## config.mk

```make
export PLATFORM = sky130hd
export DESIGN_NAME = read_mux
export DESIGN_NICKNAME = d
export VERILOG_FILES = /design/src/bus_pkg.sv /design/src/map_pkg.sv /design/src/read_mux.sv
export SDC_FILE = /design/constraint.sdc
export NUM_CORES = 1
export LEC_CHECK = 0
export BUFFER_PORTS_ARGS = -buffer_cell sky130_fd_sc_hd__buf_2
export CAP_MARGIN = 20
export CORE_UTILIZATION = 35
export DETAILED_ROUTE_END_ITERATION = 10
export MAX_ROUTING_LAYER = met4
export PLACE_DENSITY = 0.78
export SLEW_MARGIN = 20
export SYNTH_ARGS = -nofsm -noshare
export SYNTH_HDL_FRONTEND = slang
export SYNTH_SLANG_ARGS = --single-unit
export TNS_END_PERCENT = 1
```

## constraint.sdc

```tcl
create_clock -name clk -period 1 [get_ports clk]
set_input_delay 0.05 -clock clk [delete_from_list [all_inputs] [get_ports clk]]
set_output_delay 0.05 -clock clk [all_outputs]
set_load 0.01 [all_outputs]
```

## src/bus_pkg.sv

```systemverilog
package bus_pkg;

    //////////////////////////////////////////////////
    // Basic bus widths
    //////////////////////////////////////////////////

    // Z80 address and data bus
    typedef logic [15:0] bus_addr_t;
    typedef logic [7:0]  bus_data_t;

    // Bank number for the 512 KB external RAM (32 x 16 KB)
    typedef logic [4:0]  bank_t;

    //////////////////////////////////////////////////
    // Strobe events
    //////////////////////////////////////////////////

    // One-clock pulses derived from the synchronized rd_n and wr_n
    typedef struct packed {
        logic read_start;
        logic read_done;
        logic write_start;
        logic write_done;
    } bus_evt_t;

    //////////////////////////////////////////////////
    // Decoded selects
    //////////////////////////////////////////////////

    typedef struct packed {
        logic int_ram;
        logic reg_bank0;
        logic reg_bank1;
        logic reg_bank2;
        logic reg_ramctrl;
        logic ext_ram;
        logic io_joy1;
        logic io_joy2;
        logic io_periph;
        // Bridge drives the data bus for this cycle
        logic internal;
        // a0 of the IO address, data or control port
        logic periph_port;
    } bus_sel_t;

endpackage

```

## src/map_pkg.sv

```systemverilog
package map_pkg;

    //////////////////////////////////////////////////
    // Memory map
    //////////////////////////////////////////////////

    // Page 11 (0xC000-0xFFFF) is the internal RAM
    localparam logic [1:0]  int_ram_base_page = 2'b11;
    localparam int          int_ram_addr_bits = 13;

    // Bank 0 starts above the low vector area
    localparam logic [15:0] bank0_low_limit   = 16'h0400;

    // Control registers at the top of the internal RAM
    localparam logic [15:0] reg_ramctrl_addr  = 16'hFFFC;
    localparam logic [15:0] reg_bank0_addr    = 16'hFFFD;
    localparam logic [15:0] reg_bank1_addr    = 16'hFFFE;
    localparam logic [15:0] reg_bank2_addr    = 16'hFFFF;

    //////////////////////////////////////////////////
    // IO map, codes are {a7, a6, a0}
    //////////////////////////////////////////////////

    localparam logic [2:0]  io_periph_data_code = 3'b100;
    localparam logic [2:0]  io_periph_ctrl_code = 3'b101;
    localparam logic [2:0]  io_joy1_code        = 3'b110;
    localparam logic [2:0]  io_joy2_code        = 3'b111;

    // Value seen on reads of anything not decoded
    localparam logic [7:0]  unmapped_rddata     = 8'hFF;

    //////////////////////////////////////////////////
    // Bank register reset values
    //////////////////////////////////////////////////

    localparam logic [4:0]  bank0_reset = 5'd0;
    localparam logic [4:0]  bank1_reset = 5'd1;
    localparam logic [4:0]  bank2_reset = 5'd2;

endpackage

```

## src/read_mux.sv

```systemverilog
`timescale 1ns/1ps

module read_mux (
    input  logic               clk,
    input  logic               reset,
    input  logic               rd_n,
    input  bus_pkg::bus_sel_t  sel,
    input  bus_pkg::bus_evt_t  evt,
    input  bus_pkg::bus_data_t ram_rddata,
    input  logic [5:0]         joy1_n,
    input  bus_pkg::bus_data_t periph_rddata,
    output bus_pkg::bus_data_t d_out,
    output logic               d_oe,
    output logic               periph_wren,
    output logic               periph_wrdone,
    output logic               periph_rddone
);

    import map_pkg::*;

    logic [5:0] joy1_n_r;
    logic [5:0] joy1_n_rr;
    logic       periph_reading;
    logic       periph_writing;

    // Joystick lines are asynchronous
    always_ff @(posedge clk or posedge reset) begin
        if (reset) begin
            joy1_n_r  <= '1;
            joy1_n_rr <= '1;
        end else begin
            joy1_n_r  <= joy1_n;
            joy1_n_rr <= joy1_n_r;
        end
    end

    //////////////////////////////////////////////////
    // Read data
    //////////////////////////////////////////////////

    // Joystick 2 and undecoded ports read as unmapped
    always_comb begin
        d_out = unmapped_rddata;
        if (sel.int_ram) begin
            d_out = ram_rddata;
        end
        if (sel.io_periph) begin
            d_out = periph_rddata;
        end
        if (sel.io_joy1) begin
            d_out = {2'b11, joy1_n_rr};
        end
    end

    assign d_oe = !rd_n && sel.internal;

    //////////////////////////////////////////////////
    // Peripheral strobes
    //////////////////////////////////////////////////

    assign periph_wren = sel.io_periph && evt.write_start;

    // The IO select is gone by the time the strobe edge is seen,
    // so remember which cycle was ours
    always_ff @(posedge clk or posedge reset) begin
        if (reset) begin
            periph_reading <= 1'b0;
            periph_writing <= 1'b0;
            periph_rddone  <= 1'b0;
            periph_wrdone  <= 1'b0;
        end else begin
            periph_rddone <= 1'b0;
            periph_wrdone <= 1'b0;

            if (sel.io_periph && evt.read_start) begin
                periph_reading <= 1'b1;
            end
            if (periph_reading && evt.read_done) begin
                periph_reading <= 1'b0;
                periph_rddone  <= 1'b1;
            end

            if (sel.io_periph && evt.write_start) begin
                periph_writing <= 1'b1;
            end
            if (periph_writing && evt.write_done) begin
                periph_writing <= 1'b0;
                periph_wrdone  <= 1'b1;
            end
        end
    end

endmodule

```

==> results of run 1 <==
[synthesized netlist by cell type]
cell,instances,area share [%]
dfstp_2,12,45
buf_12,1,2.9
inv_1,2,1.1
nor2b_1,9,8.1
nand2_1,8,4.3
and2_1,2,1.8
mux2i_1,2,2.9
o21bai_1,2,2.1
o31ai_1,6,6.5
clkbuf_2,1,0.72
dfrtp_1,4,14
buf_6,1,1.6
nor3b_1,8,8.6
[metal layers]
metal  part of all wire [%]  vias to the layer above  GRT usage, %
met4                      0                        0          6.86
met2                     56                       28          25.6
met5                      0                        -             -
met3                    6.6                        0          1.18
met1                     37                      266          12.7
li1                       -                      302             -
[power groups by stage]
stage	Clock (mW)	Combinational, mW	Sequential [mW]
2_1_floorplan	0	0.110	0.728
3_3_place_gp	0	0.201	0.726
3_5_place_dp	0	0.209	0.729
4_1_cts	0.416	0.239	0.718
5_1_grt	0.443	0.263	0.722
6_report	0.398	0.236	0.718
[how the worst min path moves through the flow]
stage | end | cells past startpoint | slack, ns | startpoint
3_3_place_gp | periph_writing | 2 | 0.11 | reset
5_1_grt | periph_reading | 3 | 0.03 | evt[3]
4_1_cts | periph_reading | 3 | 0.03 | evt[3]
6_report | periph_reading | 3 | 0.04 | evt[3]
3_5_place_dp | periph_writing | 2 | 0.11 | reset
2_1_floorplan | periph_rddone | 1 | -0.04 | reset
[flip-flops by register name, summed over array words and instances (netlist names)]
register / count
joy1_n_rr: 6
periph_reading: 1
periph_wrdone: 1
periph_rddone: 1
joy1_n_r: 6
periph_writing: 1
[timing repair]
action	CTS	global route
hold buffers	9	0
resized for setup	2	0
pin swaps	0	0
hold endpoints to repair	14	0
buffers inserted	0	0
endpoints found under the setup margin	6	6
[worst min-delay path, cell delays in order]
cell and delay, ns:
buf_2 0.09, nand2_1 0.05, mux2i_1 0.07
[layout make-up]
| class | instances | area share [%] |
|---|---|---|
| Clock buffer | 4 | 3.46 |
| Tap cell | 25 | 2.99 |
| Timing Repair Buffer | 53 | 29.6 |
| Multi-Input combinational cell | 37 | 23.5 |
| Inverter | 2 | 0.717 |
| Sequential cell | 16 | 39.7 |
[logic make-up (layout without fill, tap and decap cells)]
group	after synthesis	in the layout	share of synthesized area (%)
DFF	16	16	59.5
AOI/OAI and AO/OA	8	8	8.60
buffers and inverters	5	59	6.27
muxes	2	2	2.87
and+or+nand+nor	27	27	22.8
==> flow_summary.json, run 1 <==
{
  "seq_area_sq_um": 415,
  "path_cells": "nand2_2 -> o31ai_2 -> buf_2",
  "cts_root_buffer": "clkbuf_4",
  "leakagePower_nw": 0.511,
  "gp_congestion": 0.586,
  "grt_pass1_wl_microns": 1940,
  "avgRoutedWirePerCell_microns": 9.93,
  "n_fill_cell": 154,
  "grt_max_degree": 19,
  "finalSetupViolCount": 6,
  "core-area_sq_um": 1800,
  "die_y_microns": 46.7,
  "stdcell_area_sq_um": 1050,
  "htreeDepth": 1,
  "cts_tree": "built",
  "critPathTopFamily": "flip-flops",
  "synthesis.area_sq_um": 698,
  "fmax_mhz": 879,
  "io_pins": 52,
  "crit-reg2reg-launch": "periph_reading",
  "via_per_inst": 4.35,
  "ys_ff_latch": 16,
  "critPathRequiredTime_ns": 0.95,
  "multiInputGateArea_sq_um": 246,
  "status": "complete, but fails checks",
  "initial_utilization_pct": 38.8,
  "p_sw_mw": 0.295,
  "powerDensity_nw_per_um2": 1290,
  "grt_overflow": 0,
  "synth_fp_nets": 98,
  "cts_buffers": 3,
  "fin_skew_ns": 0.00446,
  "p_total_mw": 1.35,
  "reg2reg_depth": 1,
  "critPathArrivalTime_ns": 1.09,
  "clk_path_buf_depth": 2,
  "final_util_pct": 58.1,
  "swShare_pct": 21.8,
  "startpoint_type": "flop",
  "n_antenna_cell": 0,
  "layout_commonest_cell": "buf_2",
  "cp-startpoint": "joy1_n_rr[5]",
  "cpPeakStageDelay_ns": 0.53,
  "cp_max_fo": 1,
  "hpwl_microns": 1020,
  "ys_seq_area_share_pct": 59.5,
  "power_frac_clock_pct": 29.5,
  "syn-instance-count": 58,
  "die_w_microns": 46.7,
  "endpoint_kind": "output port",
  "drtAntennaViolNets": 0,
  "rsz0062_at_grt": "yes",
  "r2r_slack_ns": 0.33,
  "yosys_warnings": 0,
  "layout-drive-gt1-share_pct": 55.4,
  "synth.distinct_cells": 13,
  "final_max_slew_viol_count": 0,
  "grt_pass1_vias": 507,
  "drtIter0Drc": 5,
  "p_comb_share_pct": 17.4,
  "placement_rows": 15,
  "cp_num_cells": 3,
  "clk_pin_slew_ns": 0.09,
  "place_area_sq_um": 913,
  "report.final.hold_viol_count": 0,
  "fin_setup_tns_ns": -0.740,
  "grt_use_total_pct": 13.3,
  "dieArea_sq_um": 2180,
  "routed_wirelength_microns": 1360,
  "portBuffers": 44,
  "fin_crit_sh_pct": 114,
  "path_buf_inv": 1,
  "violations": "negative setup slack",
  "tightest_slew_ns": 0.539,
  "first_pass_iters": 2,
  "crit_type": "reg -> out",
  "nets": 153,
  "avgSynthCellArea_sq_um": 12.0,
  "final_cell_mix": "44 x buf_2, 12 x dfstp_2, 9 x nor2b_1, 9 x dlygate4sd3_1, 8 x nor3b_1",
  "ir_drop_mv": 0.953,
  "p_seq_share_pct": 53.1,
  "clk_latency_ns": 0.27,
  "period_minus_slack_ns": 1.14,
  "fin_cells": 137,
  "preCtsSetupSlack_ns": 0.105,
  "cap_violations": 0,
  "grt_antenna_before_repair": 0,
  "fin_ws_ns": -0.138,
  "dpl.cell_count": 124,
  "whs_ns": 0.0392,
  "slew_headroom_pct": 64.0,
  "hp-class": "in -> reg",
  "cpMaxStageDelayCell": "dfstp_2",
  "drcViolationCount": 0,
  "r2r-end": "periph_reading",
  "vias": 596,
  "critPathCapture": "d_out[5]",
  "area_growth_pct": 50.0,
  "clock_sinks": 16,
  "p_int_mw": 1.06
}
Note: power is estimated with default switching activity, not from simulation.
==> run 2: changes to the inputs <==
--- a/config.mk
+++ b/config.mk
@@ -11,6 +11,8 @@
 export DETAILED_ROUTE_END_ITERATION = 10
 export MAX_ROUTING_LAYER = met4
 export PLACE_DENSITY = 0.78
+export SETUP_SLACK_MARGIN = 0.15
+export SKIP_CTS_REPAIR_TIMING = 1
 export SLEW_MARGIN = 20
 export SYNTH_ARGS = -nofsm -noshare
 export SYNTH_HDL_FRONTEND = slang
==> run 2 against run 1 <==
Effect of this change: the run still ends with negative setup slack left; wire length is 0.44% lower; final cell count stayed put; register-to-register slack hardly changed; hold slack hardly changed; global-route usage is 1.3 points lower; clock skew hardly changed; critical path depth stayed put; highest routed layer unchanged.
==> flow_summary.json, run 2 (synthesized netlist as in run 1, its figures left out) <==
{
  "fin_cells": 137,
  "drcViolationCount": 0,
  "vias": 596,
  "dpl.cell_count": 124,
  "hp-class": "in -> reg",
  "r2r-end": "periph_reading",
  "status": "complete, but fails checks",
  "endpoint_kind": "output port",
  "slew_headroom_pct": 64.0,
  "fin_ws_ns": -0.148,
  "first_pass_iters": 2,
  "tightest_slew_ns": 0.539,
  "routed_wirelength_microns": 1350,
  "layout-drive-gt1-share_pct": 53.6,
  "leakagePower_nw": 0.509,
  "dieArea_sq_um": 2180,
  "cap_violations": 0,
  "die_y_microns": 46.7,
  "period_minus_slack_ns": 1.15,
  "critPathArrivalTime_ns": 1.10,
  "grt_pass1_wl_microns": 1730,
  "ir_drop_mv": 0.953,
  "powerDensity_nw_per_um2": 1300,
  "grt_use_total_pct": 11.9,
  "reg2reg_depth": 1,
  "whs_ns": 0.0393,
  "gp_congestion": 0.586,
  "critPathCapture": "d_out[5]",
  "violations": "negative setup slack",
  "crit-reg2reg-launch": "periph_reading",
  "layout_commonest_cell": "buf_2",
  "clk_latency_ns": 0.27,
  "htreeDepth": 1,
  "cp_max_fo": 1,
  "cts_buffers": 3,
  "cts_tree": "built",
  "io_pins": 52,
  "stdcell_area_sq_um": 1040,
  "core-area_sq_um": 1800,
  "grt_max_degree": 19,
  "die_w_microns": 46.7,
  "grt_overflow": 0,
  "drtAntennaViolNets": 0,
  "finalSetupViolCount": 6,
  "fin_setup_tns_ns": -0.757,
  "area_growth_pct": 48.9,
  "via_per_inst": 4.35,
  "report.final.hold_viol_count": 0,
  "fmax_mhz": 871,
  "cp-startpoint": "joy1_n_rr[5]",
  "hpwl_microns": 1020,
  "r2r_slack_ns": 0.33,
  "initial_utilization_pct": 38.8,
  "place_area_sq_um": 913,
  "critPathRequiredTime_ns": 0.95,
  "clk_pin_slew_ns": 0.09,
  "whs_path_depth": 3,
  "fin_skew_ns": 0.00449,
  "grt_antenna_before_repair": 0,
  "cts_root_buffer": "clkbuf_4",
  "portBuffers": 44,
  "drtIter0Drc": 3,
  "final_max_slew_viol_count": 0,
  "grt_pass1_vias": 457,
  "placement_rows": 15,
  "startpoint_type": "flop",
  "p_total_mw": 1.35,
  "n_antenna_cell": 0,
  "final_cell_mix": "44 x buf_2, 12 x dfstp_2, 9 x nor2b_1, 9 x dlygate4sd3_1",
  "nets": 153,
  "avgRoutedWirePerCell_microns": 9.88,
  "clk_path_buf_depth": 2,
  "crit_type": "reg -> out",
  "final_util_pct": 57.7,
  "reg_top3": "joy1_n_r (6), joy1_n_rr (6)",
  "rsz0062_at_grt": "yes",
  "fin_crit_sh_pct": 115,
  "preCtsSetupSlack_ns": 0.105,
  "clock_sinks": 16
}
==> run 2: cell counts in the layout (fill, tap and decap cells not counted) <==
No cell type changed its count.
==> run 2: worst max-delay path, stage by stage (launching register included) <==
cell	delay, ns
dfstp_2	0.52
nand2_1	0.05
o31ai_1	0.08
buf_2	0.18
==> run 2: power by group <==
part           switching [mW]  internal, mW
clock                   0.177         0.221
sequential             0.0134         0.704
combinational           0.103         0.130
total                   0.294          1.05
==> run 2: worst min path at each step <==
stage,startpoint,endpoint,slack [ns]
floorplan,reset,periph_rddone,-0.04
global placement,reset,periph_writing,0.11
detailed placement,reset,periph_writing,0.11
CTS,reset,periph_writing,-0.20
global route,evt[3],periph_reading,0.03
finish,evt[3],periph_reading,0.04
==> run 2: per-layer routing <==
metal | vias to the layer above | GRT usage [%] | wire (microns)
met5 | - | - | 0
met4 | 0 | 6.86 | 0
met3 | 0 | 1.18 | 89
met2 | 28 | 22.2 | 754
met1 | 266 | 11.7 | 510
li1 | 302 | - | -
==> run 2: final cells by class <==
class,instances,area [sq um]
fill,154,762
clock buffer,4,36.3
sequential,16,415
timing repair buffer,53,310
inverter,2,7.51
tap,25,31.3
multi-input combinational,37,239
==> run 3: changes to the inputs <==
--- a/config.mk
+++ b/config.mk
@@ -5,10 +5,12 @@
 export SDC_FILE = /design/constraint.sdc
 export NUM_CORES = 1
 export LEC_CHECK = 0
+export ABC_AREA = 1
 export BUFFER_PORTS_ARGS = -buffer_cell sky130_fd_sc_hd__buf_2
 export CAP_MARGIN = 20
 export CORE_UTILIZATION = 35
 export DETAILED_ROUTE_END_ITERATION = 10
+export HOLD_SLACK_MARGIN = 0.15
 export MAX_ROUTING_LAYER = met4
 export PLACE_DENSITY = 0.78
 export SETUP_SLACK_MARGIN = 0.15
==> run 3 against run 2 <==
Effect of this change: the flow still finishes with violations (negative setup slack); clock power decreased by 1%; clock-buffer cell count unchanged; non-clock buffer count grew 2; synthesized area grew 3.2%; setup slack gained 0.060 ns; total power is 6.8% higher; sequential power up 4.3%; first-iteration DRC count is the same; core utilization is 1.1 points lower; sequential share of layout area is 2.2 points lower; critical path type unchanged; largest cell class unchanged; highest routed layer is now met4.
==> flow_summary.json, run 3 <==
{
  "final_util_pct": 56.6,
  "yosys-top-cells-count": "29 x nand2_1, 18 x inv_1, 12 x dfstp_2",
  "synth_top_area_share_pct": 43.8,
  "final_cell_mix": "44 x buf_2, 29 x nand2_1, 18 x inv_1",
  "yosysMostFrequentCell": "nand2_1",
  "syn-instance-count": 85,
  "layout-drive-gt1-share_pct": 50.7,
  "grt_use_total_pct": 14.6,
  "synth.distinct_cells": 16,
  "avgSynthCellArea_sq_um": 8.48,
  "area_growth_pct": 52.6,
  "crit-reg2reg-launch": "periph_reading",
  "critPathCapture": "d_out[0]",
  "async_flop_share_pct": 100,
  "fin_crit_sh_pct": 109,
  "whs_path_depth": 5,
  "r2r-end": "periph_reading",
  "cts_tree": "built",
  "die_w_microns": 47.4,
  "cts_buffers": 3,
  "r2r_slack_ns": 0.30,
  "slew_headroom_pct": 62.7,
  "dieArea_sq_um": 2240,
  "initial_utilization_pct": 37.1,
  "routed_wirelength_microns": 1590,
  "rsz0062_at_grt": "yes",
  "via_per_inst": 4.02,
  "finalSetupViolCount": 6,
  "synth_edf_count": 0,
  "seq_area_sq_um": 415,
  "ys_dominant_reg_cell": "dfstp_2",
  "cap_violations": 0,
  "dpl.cell_count": 155,
  "grt_pass1_vias": 601,
  "die_y_microns": 47.4,
  "drtIter0Drc": 3,
  "final_max_slew_viol_count": 0,
  "crit_type": "reg -> out",
  "startpoint_type": "flop",
  "cts_root_buffer": "clkbuf_4",
  "critPathRequiredTime_ns": 0.95,
  "htreeDepth": 1,
  "layout_commonest_cell": "buf_2",
  "vias": 679,
  "n_antenna_cell": 0,
  "reg2reg_depth": 2,
  "core-area_sq_um": 1940,
  "violations": "negative setup slack",
  "ys_ff_latch": 16,
  "nets": 183,
  "grt_max_degree": 17,
  "report.final.hold_viol_count": 0,
  "grt_antenna_before_repair": 0,
  "placement_rows": 16,
  "fin_cells": 169,
  "clk_latency_ns": 0.27,
  "synth_top_cell_by_area": "dfstp_2",
  "synthesis.area_sq_um": 721,
  "multiInputGateArea_sq_um": 200,
  "clock_sinks": 16,
  "clk_pin_slew_ns": 0.08,
  "yosys_warnings": 0,
  "gp_congestion": 0.682,
  "hpwl_microns": 1200,
  "leakagePower_nw": 0.643,
  "drtAntennaViolNets": 0,
  "fin_skew_ns": 0.00180,
  "cp_max_fo": 1,
  "tightest_slew_ns": 0.559,
  "status": "complete, but fails checks",
  "hp-class": "in -> reg",
  "n_fill_cell": 188,
  "ys_seq_area_share_pct": 57.6,
  "io_pins": 52,
  "fin_ws_ns": -0.0883,
  "powerDensity_nw_per_um2": 1310,
  "synth_fp_nets": 125,
  "grt_overflow": 0,
  "drcViolationCount": 0,
  "endpoint_kind": "output port",
  "ir_drop_mv": 1.04,
  "period_minus_slack_ns": 1.09,
  "grt_pass1_wl_microns": 2180,
  "critPathArrivalTime_ns": 1.04,
  "portBuffers": 44,
  "reg_top3": "joy1_n_r (6), joy1_n_rr (6)",
  "avgRoutedWirePerCell_microns": 9.42,
  "fmax_mhz": 919,
  "clk_path_buf_depth": 2,
  "cp-startpoint": "joy1_n_rr[0]",
  "synth_area_leaders": "dfstp_2 44%, nand2_1 15%, dfrtp_1 14%",
  "first_pass_iters": 4
}
==> run 3: changes by cell type after synthesis, sizes merged, moves of 4 or more <==
cell	previous run	this run
a21oi	0	6
o21ai	0	4
inv	2	23
nor3b	8	0
nor2b	9	0
nand2	8	30
o31ai	6	0
==> run 3: kinds of logic (layout without fill, tap and decap cells) <==
family	count (synthesis)	after routing	synth area share (%)
flops	16	16	57.6
simple gates	34	34	18.8
compound gates	10	10	9.03
buf+inv	25	82	14.6
==> run 3: per-stage QoR <==
stage | hold slack (ns) | area, sq um | power (mW) | setup TNS (ns) | setup WS, ns
after global placement | 0.105 | 963 | 1.01 | 0 | 0.173
after global routing | 0.131 | 1100 | 1.54 | -0.794 | -0.145
after detailed placement | 0.123 | 963 | 1.03 | 0 | 0.145
after CTS | -0.181 | 1000 | 1.44 | -0.613 | -0.114
after floorplan | -0.0448 | 721 | 0.901 | 0 | 0.317
final | 0.0870 | 1100 | 1.44 | -0.452 | -0.0883
==> run 3: report_power, final <==
group / internal [mW] / leakage [nW] / total (mW) / switching, mW
clock: 0.221 / 0.0210 / 0.393 / 0.173
sequential: 0.724 / 0.176 / 0.748 / 0.0244
combinational: 0.146 / 0.446 / 0.299 / 0.153
total: 1.09 / 0.643 / 1.44 / 0.350
==> run 3: cell type report <==
cell class | instances | area share (%)
multi-input cells | 44 | 18.2
clock buffers | 4 | 3.30
inverters | 23 | 7.85
flip-flops and latches | 16 | 37.8
repair buffers | 55 | 29.8
well taps | 27 | 3.07
==> run 3: critical path, cell delays in order (launching register included) <==
cell and delay, ns:
dfstp_2 0.52, nand2_1 0.05, nand2_1 0.07, buf_2 0.13
==> run 3: how the worst min path moves through the flow <==
stage | from | slack, ns | endpoint
finish | evt[1] | 0.09 | periph_writing
global route | evt[1] | 0.13 | periph_writing
CTS | reset | -0.18 | periph_writing
detailed placement | reset | 0.12 | periph_writing
global placement | reset | 0.11 | periph_reading
floorplan | reset | -0.04 | periph_rddone
==> run 3: metal layers <==
metal | GRT usage (%) | routed length [microns] | up-vias
li1 | - | - | 357
met1 | 13.9 | 622 | 297
met2 | 27.7 | 870 | 23
met3 | 1.15 | 84 | 2
met4 | 9.14 | 14 | 0
met5 | - | 0 | -
